<file path="config.mk">
export PLATFORM = sky130hd
export DESIGN_NAME = pcmfmPhaseTop
export DESIGN_NICKNAME = d
export VERILOG_FILES = /design/src/rtl/pcmfmPkg.sv /design/src/rtl/rotMult.sv /design/src/rtl/rotator.sv /design/src/rtl/phaseSearch.sv /design/src/rtl/apbRegs.sv /design/src/rtl/pcmfmPhaseTop.sv
export SDC_FILE = /design/constraint.sdc
export NUM_CORES = 2
export LEC_CHECK = 0
export BUFFER_PORTS_ARGS = -buffer_cell sky130_fd_sc_hd__buf_2
export CELL_PAD_IN_SITES_DETAIL_PLACEMENT = 0
export CELL_PAD_IN_SITES_GLOBAL_PLACEMENT = 2
export CORE_AREA = 8 8 402 404
export CTS_CLUSTER_DIAMETER = 100
export DETAILED_ROUTE_END_ITERATION = 8
export DIE_AREA = 0 0 410 412
export PLACE_DENSITY = 0.79
export SETUP_SLACK_MARGIN = 0.4
export SLEW_MARGIN = 20
export SYNTH_ARGS = -nofsm -noshare
export SYNTH_HDL_FRONTEND = slang
export SYNTH_SLANG_ARGS = --single-unit
</file>
<file path="constraint.sdc">
create_clock -name clk -period 50.3 [get_ports clk]
set_input_delay 5.03 -clock clk [delete_from_list [all_inputs] [get_ports clk]]
set_output_delay 5.03 -clock clk [all_outputs]
set_load 0.02 [all_outputs]
</file>
<file path="src/rtl/pcmfmPkg.sv">
package pcmfmPkg;

  localparam int rotBits    = 10;           // one real or imag component
  localparam int numPts     = 20;           // phasors, 18 deg apart
  localparam int idxBits    = 5;            // enough for 0..19
  localparam int metricBits = rotBits + 1;  // sum of two rotated reals
  localparam int apbAddrBits = 4;

  // register map
  localparam logic [apbAddrBits-1:0] ctrlAddr   = 4'h0;  // bit 0 enable
  localparam logic [apbAddrBits-1:0] resultAddr = 4'h4;  // idx and metric, read only
  localparam logic [apbAddrBits-1:0] countAddr  = 4'h8;  // result count, read only

  typedef struct packed {
    logic signed [rotBits-1:0] re;  // real part
    logic signed [rotBits-1:0] im;  // imag part
  } cplx_t;

  typedef struct packed {
    cplx_t samp0;  // first sample of symbol
    cplx_t samp1;  // second sample
  } symPair_t;

  typedef struct packed {
    cplx_t rot0;  // samp0 rotated
    cplx_t rot1;  // samp1 rotated
  } rotPair_t;

  typedef struct packed {
    logic        [idxBits-1:0]    bestIdx;     // winning phasor
    logic signed [metricBits-1:0] bestMetric;  // its summed real part
  } phaseResult_t;

  // unit circle, scaled by 511, entry 0 at 0 deg and stepping by -18 deg
  localparam cplx_t phasorTable [numPts] = '{
    '{re: 10'h1FF, im: 10'h000},  // 0 deg
    '{re: 10'h1E6, im: 10'h362},
    '{re: 10'h19D, im: 10'h2D4},
    '{re: 10'h12C, im: 10'h263},
    '{re: 10'h09E, im: 10'h21A},
    '{re: 10'h000, im: 10'h201},  // -90 deg
    '{re: 10'h362, im: 10'h21A},
    '{re: 10'h2D4, im: 10'h263},
    '{re: 10'h263, im: 10'h2D4},
    '{re: 10'h21A, im: 10'h362},
    '{re: 10'h201, im: 10'h000},  // 180 deg
    '{re: 10'h21A, im: 10'h09E},
    '{re: 10'h263, im: 10'h12C},
    '{re: 10'h2D4, im: 10'h19D},
    '{re: 10'h362, im: 10'h1E6},
    '{re: 10'h000, im: 10'h1FF},  // +90 deg
    '{re: 10'h09E, im: 10'h1E6},
    '{re: 10'h12C, im: 10'h19D},
    '{re: 10'h19D, im: 10'h12C},
    '{re: 10'h1E6, im: 10'h09E}
  };

endpackage

</file>
<file path="src/rtl/rotMult.sv">
`timescale 1ns/1ps

module rotMult (
  input  logic              clk,
  input  pcmfmPkg::cplx_t   a,       // sample currently presented
  input  pcmfmPkg::cplx_t   phasor,  // fixed rotation point
  output pcmfmPkg::rotPair_t prod,   // rotated samp0 and samp1
  input  logic              sel1     // high while samp1 is presented
);

  // full precision products, 2*rotBits+1 bits holds the sum without overflow
  logic signed [2*pcmfmPkg::rotBits:0] reFull;
  logic signed [2*pcmfmPkg::rotBits:0] imFull;
  pcmfmPkg::cplx_t                     scaled;  // after the >>> (rotBits-1)

  always_comb begin
    reFull = a.re * phasor.re - a.im * phasor.im;  // ac - bd
    imFull = a.re * phasor.im + a.im * phasor.re;  // ad + bc
  end

  // slicing from bit rotBits-1 is the arithmetic shift, low rotBits kept
  always_comb begin
    scaled.re = reFull[2*pcmfmPkg::rotBits-2:pcmfmPkg::rotBits-1];
    scaled.im = imFull[2*pcmfmPkg::rotBits-2:pcmfmPkg::rotBits-1];
  end

  // one multiplier, two result slots
  always_ff @(posedge clk) begin
    if (sel1) begin
      prod.rot1 <= scaled;  // second cycle of symbol
    end else begin
      prod.rot0 <= scaled;  // first cycle, also idle cycles
    end
  end

endmodule

</file>
<file path="src/rtl/rotator.sv">
`timescale 1ns/1ps

module rotator (
  input  logic                                        clk,
  input  logic                                        rst,
  input  logic                                        symEn,
  input  logic                                        enable,   // from ctrl register
  input  pcmfmPkg::symPair_t                          sampIn,
  output pcmfmPkg::rotPair_t [pcmfmPkg::numPts-1:0]   rotOut,
  output logic                                        rotValid
);

  logic               symGate;   // symEn qualified by enable
  logic               stage1;    // samp0 on the multipliers
  logic               stage2;    // samp1 on the multipliers
  pcmfmPkg::symPair_t sampBuf;   // held symbol pair
  pcmfmPkg::cplx_t    sampSel;   // shared multiplier input

  assign symGate = symEn & enable;

  // payload capture, no reset needed
  always_ff @(posedge clk) begin
    if (symGate) begin
      sampBuf <= sampIn;
    end
  end

  // two-stage strobe, then rotValid
  always_ff @(posedge clk) begin
    if (rst) begin
      stage1   <= 1'b0;
      stage2   <= 1'b0;
      rotValid <= 1'b0;
    end else begin
      stage1   <= symGate;
      stage2   <= stage1;
      rotValid <= stage2;  // both slots written by now
    end
  end

  // samp0 by default, samp1 only in the second stage
  assign sampSel = stage2 ? sampBuf.samp1 : sampBuf.samp0;

  for (genvar k = 0; k < pcmfmPkg::numPts; k++) begin : gPt
    rotMult rotMult_i (
      .clk    (clk),
      .a      (sampSel),
      .phasor (pcmfmPkg::phasorTable[k]),  // point k+1 of the circle
      .prod   (rotOut[k]),
      .sel1   (stage2)
    );
  end

endmodule

</file>
<file path="src/rtl/phaseSearch.sv">
`timescale 1ns/1ps

module phaseSearch (
  input  logic                                      clk,
  input  logic                                      rst,
  input  logic                                      rotValid,
  input  pcmfmPkg::rotPair_t [pcmfmPkg::numPts-1:0] rotOut,
  output pcmfmPkg::phaseResult_t                    result,
  output logic                                      resultValid
);

  // per-phasor metric, real part of both rotated samples
  logic signed [pcmfmPkg::metricBits-1:0] metric [pcmfmPkg::numPts];

  logic        [pcmfmPkg::idxBits-1:0]    scanIdx;     // running winner
  logic signed [pcmfmPkg::metricBits-1:0] scanMetric;  // running maximum

  always_comb begin
    for (int k = 0; k < pcmfmPkg::numPts; k++) begin
      // sign-extend each real part one bit before adding
      metric[k] = {rotOut[k].rot0.re[pcmfmPkg::rotBits-1], rotOut[k].rot0.re} +
                  {rotOut[k].rot1.re[pcmfmPkg::rotBits-1], rotOut[k].rot1.re};
    end
  end

  // linear scan, strictly greater so lowest index keeps a tie
  always_comb begin
    scanIdx    = '0;
    scanMetric = metric[0];
    for (int k = 1; k < pcmfmPkg::numPts; k++) begin
      if (metric[k] > scanMetric) begin  // signed compare
        scanIdx    = pcmfmPkg::idxBits'(k);
        scanMetric = metric[k];
      end
    end
  end

  // result held until the next rotValid
  always_ff @(posedge clk) begin
    if (rst) begin
      result <= '0;
    end else if (rotValid) begin
      result.bestIdx    <= scanIdx;
      result.bestMetric <= scanMetric;
    end
  end

  always_ff @(posedge clk) begin
    if (rst) begin
      resultValid <= 1'b0;
    end else begin
      resultValid <= rotValid;  // one cycle behind, single strobe
    end
  end

endmodule

</file>
<file path="src/rtl/apbRegs.sv">
`timescale 1ns/1ps

module apbRegs (
  input  logic                                clk,
  input  logic                                rst,
  input  logic                                psel,
  input  logic                                penable,
  input  logic                                pwrite,
  input  logic [pcmfmPkg::apbAddrBits-1:0]    paddr,
  input  logic [31:0]                         pwdata,
  output logic [31:0]                         prdata,
  output logic                                pready,
  output logic                                pslverr,
  output logic                                enable,       // gates symEn
  input  pcmfmPkg::phaseResult_t              result,
  input  logic                                resultValid
);

  pcmfmPkg::phaseResult_t resultReg;   // last captured result
  logic [15:0]            resultCount; // wraps
  logic                   access;      // access phase of any transfer
  logic                   hitCtrl;
  logic                   hitResult;
  logic                   hitCount;
  logic                   mapped;
  logic [31:0]            resultWord;  // readback layout

  assign pready = 1'b1;  // no wait states
  assign access = psel & penable;

  assign hitCtrl   = (paddr == pcmfmPkg::ctrlAddr);
  assign hitResult = (paddr == pcmfmPkg::resultAddr);
  assign hitCount  = (paddr == pcmfmPkg::countAddr);
  assign mapped    = hitCtrl | hitResult | hitCount;

  // unmapped offset, or write to a read-only register
  assign pslverr = access & (~mapped | (pwrite & (hitResult | hitCount)));

  // metric at 26:16, sign copied into 31:27, index at 4:0
  assign resultWord = {{5{resultReg.bestMetric[pcmfmPkg::metricBits-1]}},
                       resultReg.bestMetric,
                       11'b0,
                       resultReg.bestIdx};

  always_comb begin
    prdata = 32'b0;
    if (hitCtrl) begin
      prdata = {31'b0, enable};
    end else if (hitResult) begin
      prdata = resultWord;
    end else if (hitCount) begin
      prdata = {16'b0, resultCount};
    end
  end

  // ctrl is the only writable register
  always_ff @(posedge clk) begin
    if (rst) begin
      enable <= 1'b0;
    end else if (access && pwrite && hitCtrl) begin
      enable <= pwdata[0];
    end
  end

  // capture each strobe, readable the cycle after
  always_ff @(posedge clk) begin
    if (rst) begin
      resultReg   <= '0;
      resultCount <= 16'b0;
    end else if (resultValid) begin
      resultReg   <= result;
      resultCount <= resultCount + 16'd1;
    end
  end

endmodule

</file>
<file path="src/rtl/pcmfmPhaseTop.sv">
`timescale 1ns/1ps

module pcmfmPhaseTop (
  input  logic                             clk,
  input  logic                             rst,
  input  logic                             symEn,        // one pulse per symbol
  input  pcmfmPkg::symPair_t               sampIn,
  output pcmfmPkg::phaseResult_t           result,
  output logic                             resultValid,  // 4 cycles after symEn
  input  logic                             psel,
  input  logic                             penable,
  input  logic                             pwrite,
  input  logic [pcmfmPkg::apbAddrBits-1:0] paddr,
  input  logic [31:0]                      pwdata,
  output logic [31:0]                      prdata,
  output logic                             pready,
  output logic                             pslverr
);

  logic                                    enable;    // ctrl bit 0
  logic                                    rotValid;
  pcmfmPkg::rotPair_t [pcmfmPkg::numPts-1:0] rotOut;  // all rotated pairs

  rotator rotator_i (
    .clk      (clk),
    .rst      (rst),
    .symEn    (symEn),
    .enable   (enable),
    .sampIn   (sampIn),
    .rotOut   (rotOut),
    .rotValid (rotValid)
  );

  phaseSearch phaseSearch_i (
    .clk         (clk),
    .rst         (rst),
    .rotValid    (rotValid),
    .rotOut      (rotOut),
    .result      (result),
    .resultValid (resultValid)
  );

  apbRegs apbRegs_i (
    .clk         (clk),
    .rst         (rst),
    .psel        (psel),
    .penable     (penable),
    .pwrite      (pwrite),
    .paddr       (paddr),
    .pwdata      (pwdata),
    .prdata      (prdata),
    .pready      (pready),
    .pslverr     (pslverr),
    .enable      (enable),
    .result      (result),
    .resultValid (resultValid)
  );

endmodule

</file>
== After elaboration in Yosys (flattened, before gate mapping) ==
Cells that the tools add are included.
Widths: inputs -> output; s select.

* Logic and storage cells: 188
* Register bits after elaboration: 493
* Output and inout port bits: 51
* Input bits: 82

* Add/sub/neg operators: 39
* $lt $le $gt $ge: 19
* Multipliers: 20
* Eq/ne operators: 2
* Bitwise operators: 9
* Mux-type cells: 42
* Reductions and logical operators: 3

{| class="wikitable"
|+ Operators with widths
! cell !! number
|-
| $sub 19x19->19 || 16
|-
| $add 10x10->11 || 20
|-
| $gt 11x11->1 || 19
|-
| $mux 11 || 19
|-
| $mul 10x10->19 const B || 8
|-
| $mul 10x8->18 const B || 4
|-
| $mul 10x9->18 const B || 4
|-
| $mul 10x8->17 const B || 4
|-
| $mux 32 || 2
|-
| $sub 1x19->19 const A || 2
|-
| $mux 4 || 8
|-
| $mux 20 || 1
|-
| $mux 5 || 4
|-
| $add 16x1->16 const B || 1
|-
| $mux 16 || 1
|-
| $mux 3 || 4
|-
| $and 1x1->1 || 4
|-
| $eq 4x3->1 const B || 1
|-
| $eq 4x4->1 const B || 1
|-
| $logic_not 4->1 || 1
|-
| $mux 2 || 2
|-
| $or 1x1->1 || 4
|-
| $logic_and 1x1->1 || 2
|-
| $mux 1 || 1
|-
| $not 1->1 || 1
|}

== Longest topological paths before layout ==
* Word-level depth: 39
* Gate-level depth with buffers: 248
* Gate-level depth less buffers: 234

== Cells and area by module ==
Synthesis repeated with hierarchy kept, for this count alone.

* Cell total of the unflattened synthesis: 36,183
* Area, all modules: 348,611.8 µm²

{| class="wikitable"
|+ By module, submodules not included
! module !! sequential area each (µm²) !! cells an instance !! instances !! area each (µm²)
|-
| rotMult at rotator_i.gPt[12].rotMult_i ... || 1,201.2 || 1,674 || 14 || 16,365.7
|-
| rotMult at rotator_i.gPt[0].rotMult_i ... || 1,201.2 || 1,702 || 2 || 16,478.3
|-
| phaseSearch || 340.3 || 2,367 || 1 || 17,614.4
|-
| rotMult at rotator_i.gPt[11].rotMult_i || 1,201.2 || 1,699 || 1 || 16,457.0
|-
| rotMult at rotator_i.gPt[9].rotMult_i || 1,201.2 || 1,675 || 1 || 16,407.0
|-
| rotMult at rotator_i.gPt[8].rotMult_i || 1,201.2 || 1,677 || 1 || 16,399.5
|-
| rotMult at rotator_i.gPt[7].rotMult_i || 1,201.2 || 1,665 || 1 || 16,394.5
|-
| apbRegs || 660.6 || 189 || 1 || 1,647.8
|-
| rotator || 1,261.2 || 71 || 1 || 1,615.3
|}

== Worst setup path after synthesis ==
OpenSTA, ideal clock, no wires.

* Path kind: reg2reg
* Start: register rotator_i.gPt[1].rotMult_i.prod[10] (netlist name)
* End: register phaseSearch_i.result[10] (netlist name)
* Clock period less this slack: 41.939 ns
* Setup time: 0.069 ns
* Stages on the path, launching flop included: 224
* Setup slack: 8.361 ns
* Data required time: 50.231 ns
* Arrival: 41.869 ns
* Path buffers: 19
* Cell sequence: edfxtp_1 > ha_1 > fa_1 > a21o_1 > a21oi_1 > xor2_1 > inv_1 > ha_1 > o21ai_0 > a21oi_1 > nor2_1 > o211ai_2 > and2_4 > buf_4 > clkbuf_1 > mux2i_1 > ha_1 > nor2b_1 > [188 not listed] > mux2_2 > ha_1 > nor2b_1 > o21a_1 > o21ai_0 > nand2b_1 > a21oi_1 > nor2b_1 > o21ai_0 > nand2b_1 > a21oi_1 > nor2b_1 > o21ai_0 > a31oi_1 > inv_1 > nor3_1 > a22oi_1 > o21ai_1

* Word-level cells in the longest chain between the ends: 39

{| class="wikitable"
|+ Ends and longest elaborated chain
! item !! RTL line !! RTL
|-
| start, declared || rotMult.sv:7 || <nowiki>output pcmfmPkg::rotPair_t prod,</nowiki>
|-
| $add 10x10->11 (*) || phaseSearch.sv:21 || <nowiki>metric[k] = {rotOut[k].rot0.re[pcmfmPkg::rotBits-1], rotOut[k].rot0.re} +</nowiki>
|-
| $gt 11x11->1 || phaseSearch.sv:31 || <nowiki>if (metric[k] > scanMetric) begin</nowiki>
|-
| $mux 11 (*) || phaseSearch.sv:31 ||
|-
| $gt 11x11->1 || phaseSearch.sv:31 ||
|-
| $mux 11 (*) || phaseSearch.sv:31 ||
|-
| $gt 11x11->1 || phaseSearch.sv:31 ||
|-
| $mux 11 (*) || phaseSearch.sv:31 ||
|-
| $gt 11x11->1 || phaseSearch.sv:31 ||
|-
| [23 not listed] || n/a ||
|-
| $gt 11x11->1 || phaseSearch.sv:31 ||
|-
| $mux 11 (*) || phaseSearch.sv:31 ||
|-
| $gt 11x11->1 || phaseSearch.sv:31 ||
|-
| $mux 11 (*) || phaseSearch.sv:31 ||
|-
| $gt 11x11->1 || phaseSearch.sv:31 ||
|-
| $mux 11 (*) || phaseSearch.sv:31 ||
|-
| $gt 11x11->1 || phaseSearch.sv:31 ||
|-
| $mux 11 (*) || phaseSearch.sv:31 ||
|}

Every way passes the cells marked *; elsewhere a longest branch is shown, timed or not.
A chain may end at the register's enable or synchronous reset.

== Worst setup path in the final report ==
* Start: register rotator_i.gPt[1].rotMult_i.prod[10] (netlist name)
* End: register phaseSearch_i.result[13] (netlist name)

* Word-level cells in the longest chain between the ends: 39
* Elaborated cells on any way between the ends: 54
* Classes of those cells: add/sub (1); order compare (19); mux (34)

{| class="wikitable"
|+ Ends and longest elaborated chain
! item !! RTL line
|-
| $add 10x10->11 (*) || phaseSearch.sv:21
|-
| $gt 11x11->1 || phaseSearch.sv:31
|-
| $mux 11 (*) || phaseSearch.sv:31
|-
| $gt 11x11->1 || phaseSearch.sv:31
|-
| $mux 11 (*) || phaseSearch.sv:31
|-
| $gt 11x11->1 || phaseSearch.sv:31
|-
| $mux 11 (*) || phaseSearch.sv:31
|-
| $gt 11x11->1 || phaseSearch.sv:31
|-
| [23 not listed] || n/a
|-
| $gt 11x11->1 || phaseSearch.sv:31
|-
| $mux 11 || phaseSearch.sv:31
|-
| $gt 11x11->1 || phaseSearch.sv:31
|-
| $mux 11 || phaseSearch.sv:31
|-
| $gt 11x11->1 || phaseSearch.sv:31
|-
| $mux 11 || phaseSearch.sv:31
|-
| $gt 11x11->1 || phaseSearch.sv:31
|-
| $mux 5 (*) || phaseSearch.sv:31
|}

Marks and branches as above.

==> flow_summary.toml <==
[detailed_routing]
viasPerCell = 5.18
vias = 47000
drc = 0
drt-total-wl_um = 200000
wl_per_cell_um = 22.1
drt-pass1-iter-count = 5
first_iter_violations = 2366
ant_nets = 0

[sta]
finalSetupViolCount = 0
worst_clock_skew_ns = 0.0551
relSlewSlack_pct = 21.3
setup-tns-final_ns = 0
period_minus_slack_ns = 45.93
hold_viol_final = 0
maxSlewViolCount = 0
post-route-period-util_pct = 91.3
fmax_mhz = 21.8
worstMarginPinSlew_ns = 1.17
fin_ws_ns = 4.37
rsz0062_at_grt = "no"

[die]
rows = 145
core_um2 = 155000
io_pins = 133
die_area_um2 = 169000
chipHeight_um = 412
initial_core_util_pct = 42.8
die_w_um = 410

[yosys]
synthFlopType = "edfxtp_1"
synth_top_family_by_area = "adder cells"
avgSynthCellArea_um2 = 9.82
synthAdderAreaFrac_pct = 40.0
yosysWarnings = 0
yosys_register_bits = 493
synth_area_leaders = "ha_1 (25%), edfxtp_1 (20%), fa_1 (15%)"
ys_seq_area_share_pct = 21.5
synth-compound-area-share_pct = 13.6
synth_top_area_share_pct = 24.6
synth_commonest_cells = "ha_1 (1306), inv_1 (1234), a21oi_1 (532)"
async_reset_ff_share_pct = 0
syn_inst = 6762
synthMuxAreaShare_pct = 2.34
yosysMostFrequentCell = "ha_1"
yosys.area_share.simple_pct = 7.44
synth-edff-count = 440
synth_area_um2 = 66400
ys_types = 114
yosysTopAreaCell = "ha_1"
synth-xor-area-share_pct = 7.71

[global_route]
grt_max_degree = 77
grt_usage_pct = 23.3
grt_pass1_wl_um = 294000
antenna_found_initial = 7
grt_pass1_vias = 46300
grt_overflow_total = 0

[layout]
design_area_um2 = 72200
area_growth_pct = 8.72
drive_gt1_share_pct = 6.14
finalNetCount = 8846

[worst_setup_path]
critPathBufInv = 21
crit_path_max_fanout = 21
crit_arrival_ns = 46.55
crit_type = "reg -> reg"
crit_family = "compound AO/OA/AOI/OAI gates"
slowest_delay_ns = 0.69
startpoint = "rotator_i.gPt[1].rotMult_i.prod[10]"
start_kind = "register"
slowest_stage = "a21oi_1"
setup.worst_path.end_class = "register"
crit_required_ns = 50.93
r2r-start = "rotator_i.gPt[1].rotMult_i.prod[10]"

[hold_path]
hold_start = "rotator_i.stage1"
min_path_type = "reg -> reg"

[run_status]
outcome = "completed"

[clock_network]
cts_buffer_depth = 3
h-tree-depth = 2
clk-insertion-delay-late_ns = 0.71
cts_hold_buf = 0
path_clk_slew_ns = 0.06
root_buffer = "clkbuf_16"
cts_buffers = 61
cts_tree = "yes"
cts.sink_count = 493

[placed_design]
placed_cell_area_um2 = 69900
gp_congestion = 0.901
place_hpwl_um = 169000
port_buffers = 100
dp_slack_ns = 2.11

[flow_run]
drv_cap = 0
metal layers:
metal | GRT usage, % | wire, µm
met1 | 32.3 | 93500
met2 | 37.3 | 88300
met3 | 3.74 | 10600
met4 | 7.59 | 7670
met5 | 0 | 0
worst reg2reg max path, delay by kind of cell, from the launching register on:
family | cells | cell delay [ns]
xor+xnor | 4 | 1.29
flops | 1 | 0.37
buf+inv | 21 | 2.81
compound gates | 76 | 16.59
mux | 12 | 4.08
simple gates | 71 | 11.80
fa+ha+maj | 28 | 8.79
stage by stage:
stage,instances,utilization (%),hold slack [ns]
after floorplan,6764,-,0.414
after global placement,8949,45.1,0.421
after detailed placement,8949,45.1,0.425
after CTS,9062,46.4,0.442
after global routing,9063,46.5,0.459
final,9068,46.5,0.439
sequential cells by signal, indices dropped and copies added (netlist names):
name                          flops
apbRegs_i.resultCount            16
rotator_i.stage1                  1
rotator_i.stage2                  1
phaseSearch_i.result             16
rotator_i.rotValid                1
apbRegs_i.enable                  1
rotator_i.sampBuf                40
apbRegs_i.resultReg              16
phaseSearch_i.resultValid         1
rotator_i.gPt.rotMult_i.prod    400
layout by cell type (no fill, tap or decap), types with 14 or more instances in the layout:
cell type	synthesis	layout
and2_1	38	37
xnor2_1	469	467
o21a_1	136	136
inv_1	1234	1228
buf_2	13	100
xor2_1	111	109
mux2_2	45	45
nand2b_1	83	82
ha_1	1306	1306
edfxtp_1	440	440
nor2_1	364	362
fa_1	503	503
nand3_1	46	46
a211oi_1	16	16
a31oi_1	19	19
nand2_1	142	140
o21ai_1	16	20
o211ai_1	24	24
nor2b_1	96	96
clkbuf_16	0	61
nor3_1	147	146
nand4_1	21	21
dfxtp_1	53	52
buf_4	11	85
and3_1	14	14
a21oi_1	532	529
a21o_1	130	129
mux2i_1	88	75
o21ai_0	201	197
o21bai_1	194	194
cell type report:
| cell class | instances | area [µm²] |
|---|---|---|
| Clock buffer | 69 | 1560 |
| Tap cell | 2058 | 2570 |
| Inverter | 1235 | 4650 |
| Antenna cell | 5 | 12.5 |
| Clock inverter | 44 | 520 |
| Sequential cell | 493 | 14300 |
| Fill cell | 14900 | 83000 |
| Timing Repair Buffer | 187 | 1190 |
| Multi-Input combinational cell | 4977 | 47400 |
path summary, 6_finish.rpt:
| kind | endpoint | slack [ns] | cells past startpoint |
|---|---|---|---|
| worst min-delay path | rotator_i.stage2 | 0.44 | 1 |
| worst min register to register | rotator_i.stage2 | 0.44 | 1 |
| worst max-delay path | phaseSearch_i.result[13] | 4.37 | 212 |
| worst max register to register | phaseSearch_i.result[13] | 4.37 | 212 |
logic make-up (layout without fill, tap and decap cells):
group / count (synthesis) / in the layout
simple gates: 1015 / 1015
xor+xnor: 582 / 582
compound gates: 1412 / 1412
flops: 493 / 493
other cells: 2 / 9
mux: 144 / 144
fa+ha+maj: 1820 / 1820
buf+inv: 1294 / 1535
repair_timing:
| item | CTS | global route |
|---|---|---|
| resized for setup | 0 | 28 |
| setup endpoints to repair | 0 | 16 |
| buffers inserted | 0 | 0 |
Power is left out: the tool's default activity adds up to more than one toggle a clock period on the data nets, which glitch-free logic cannot reach.
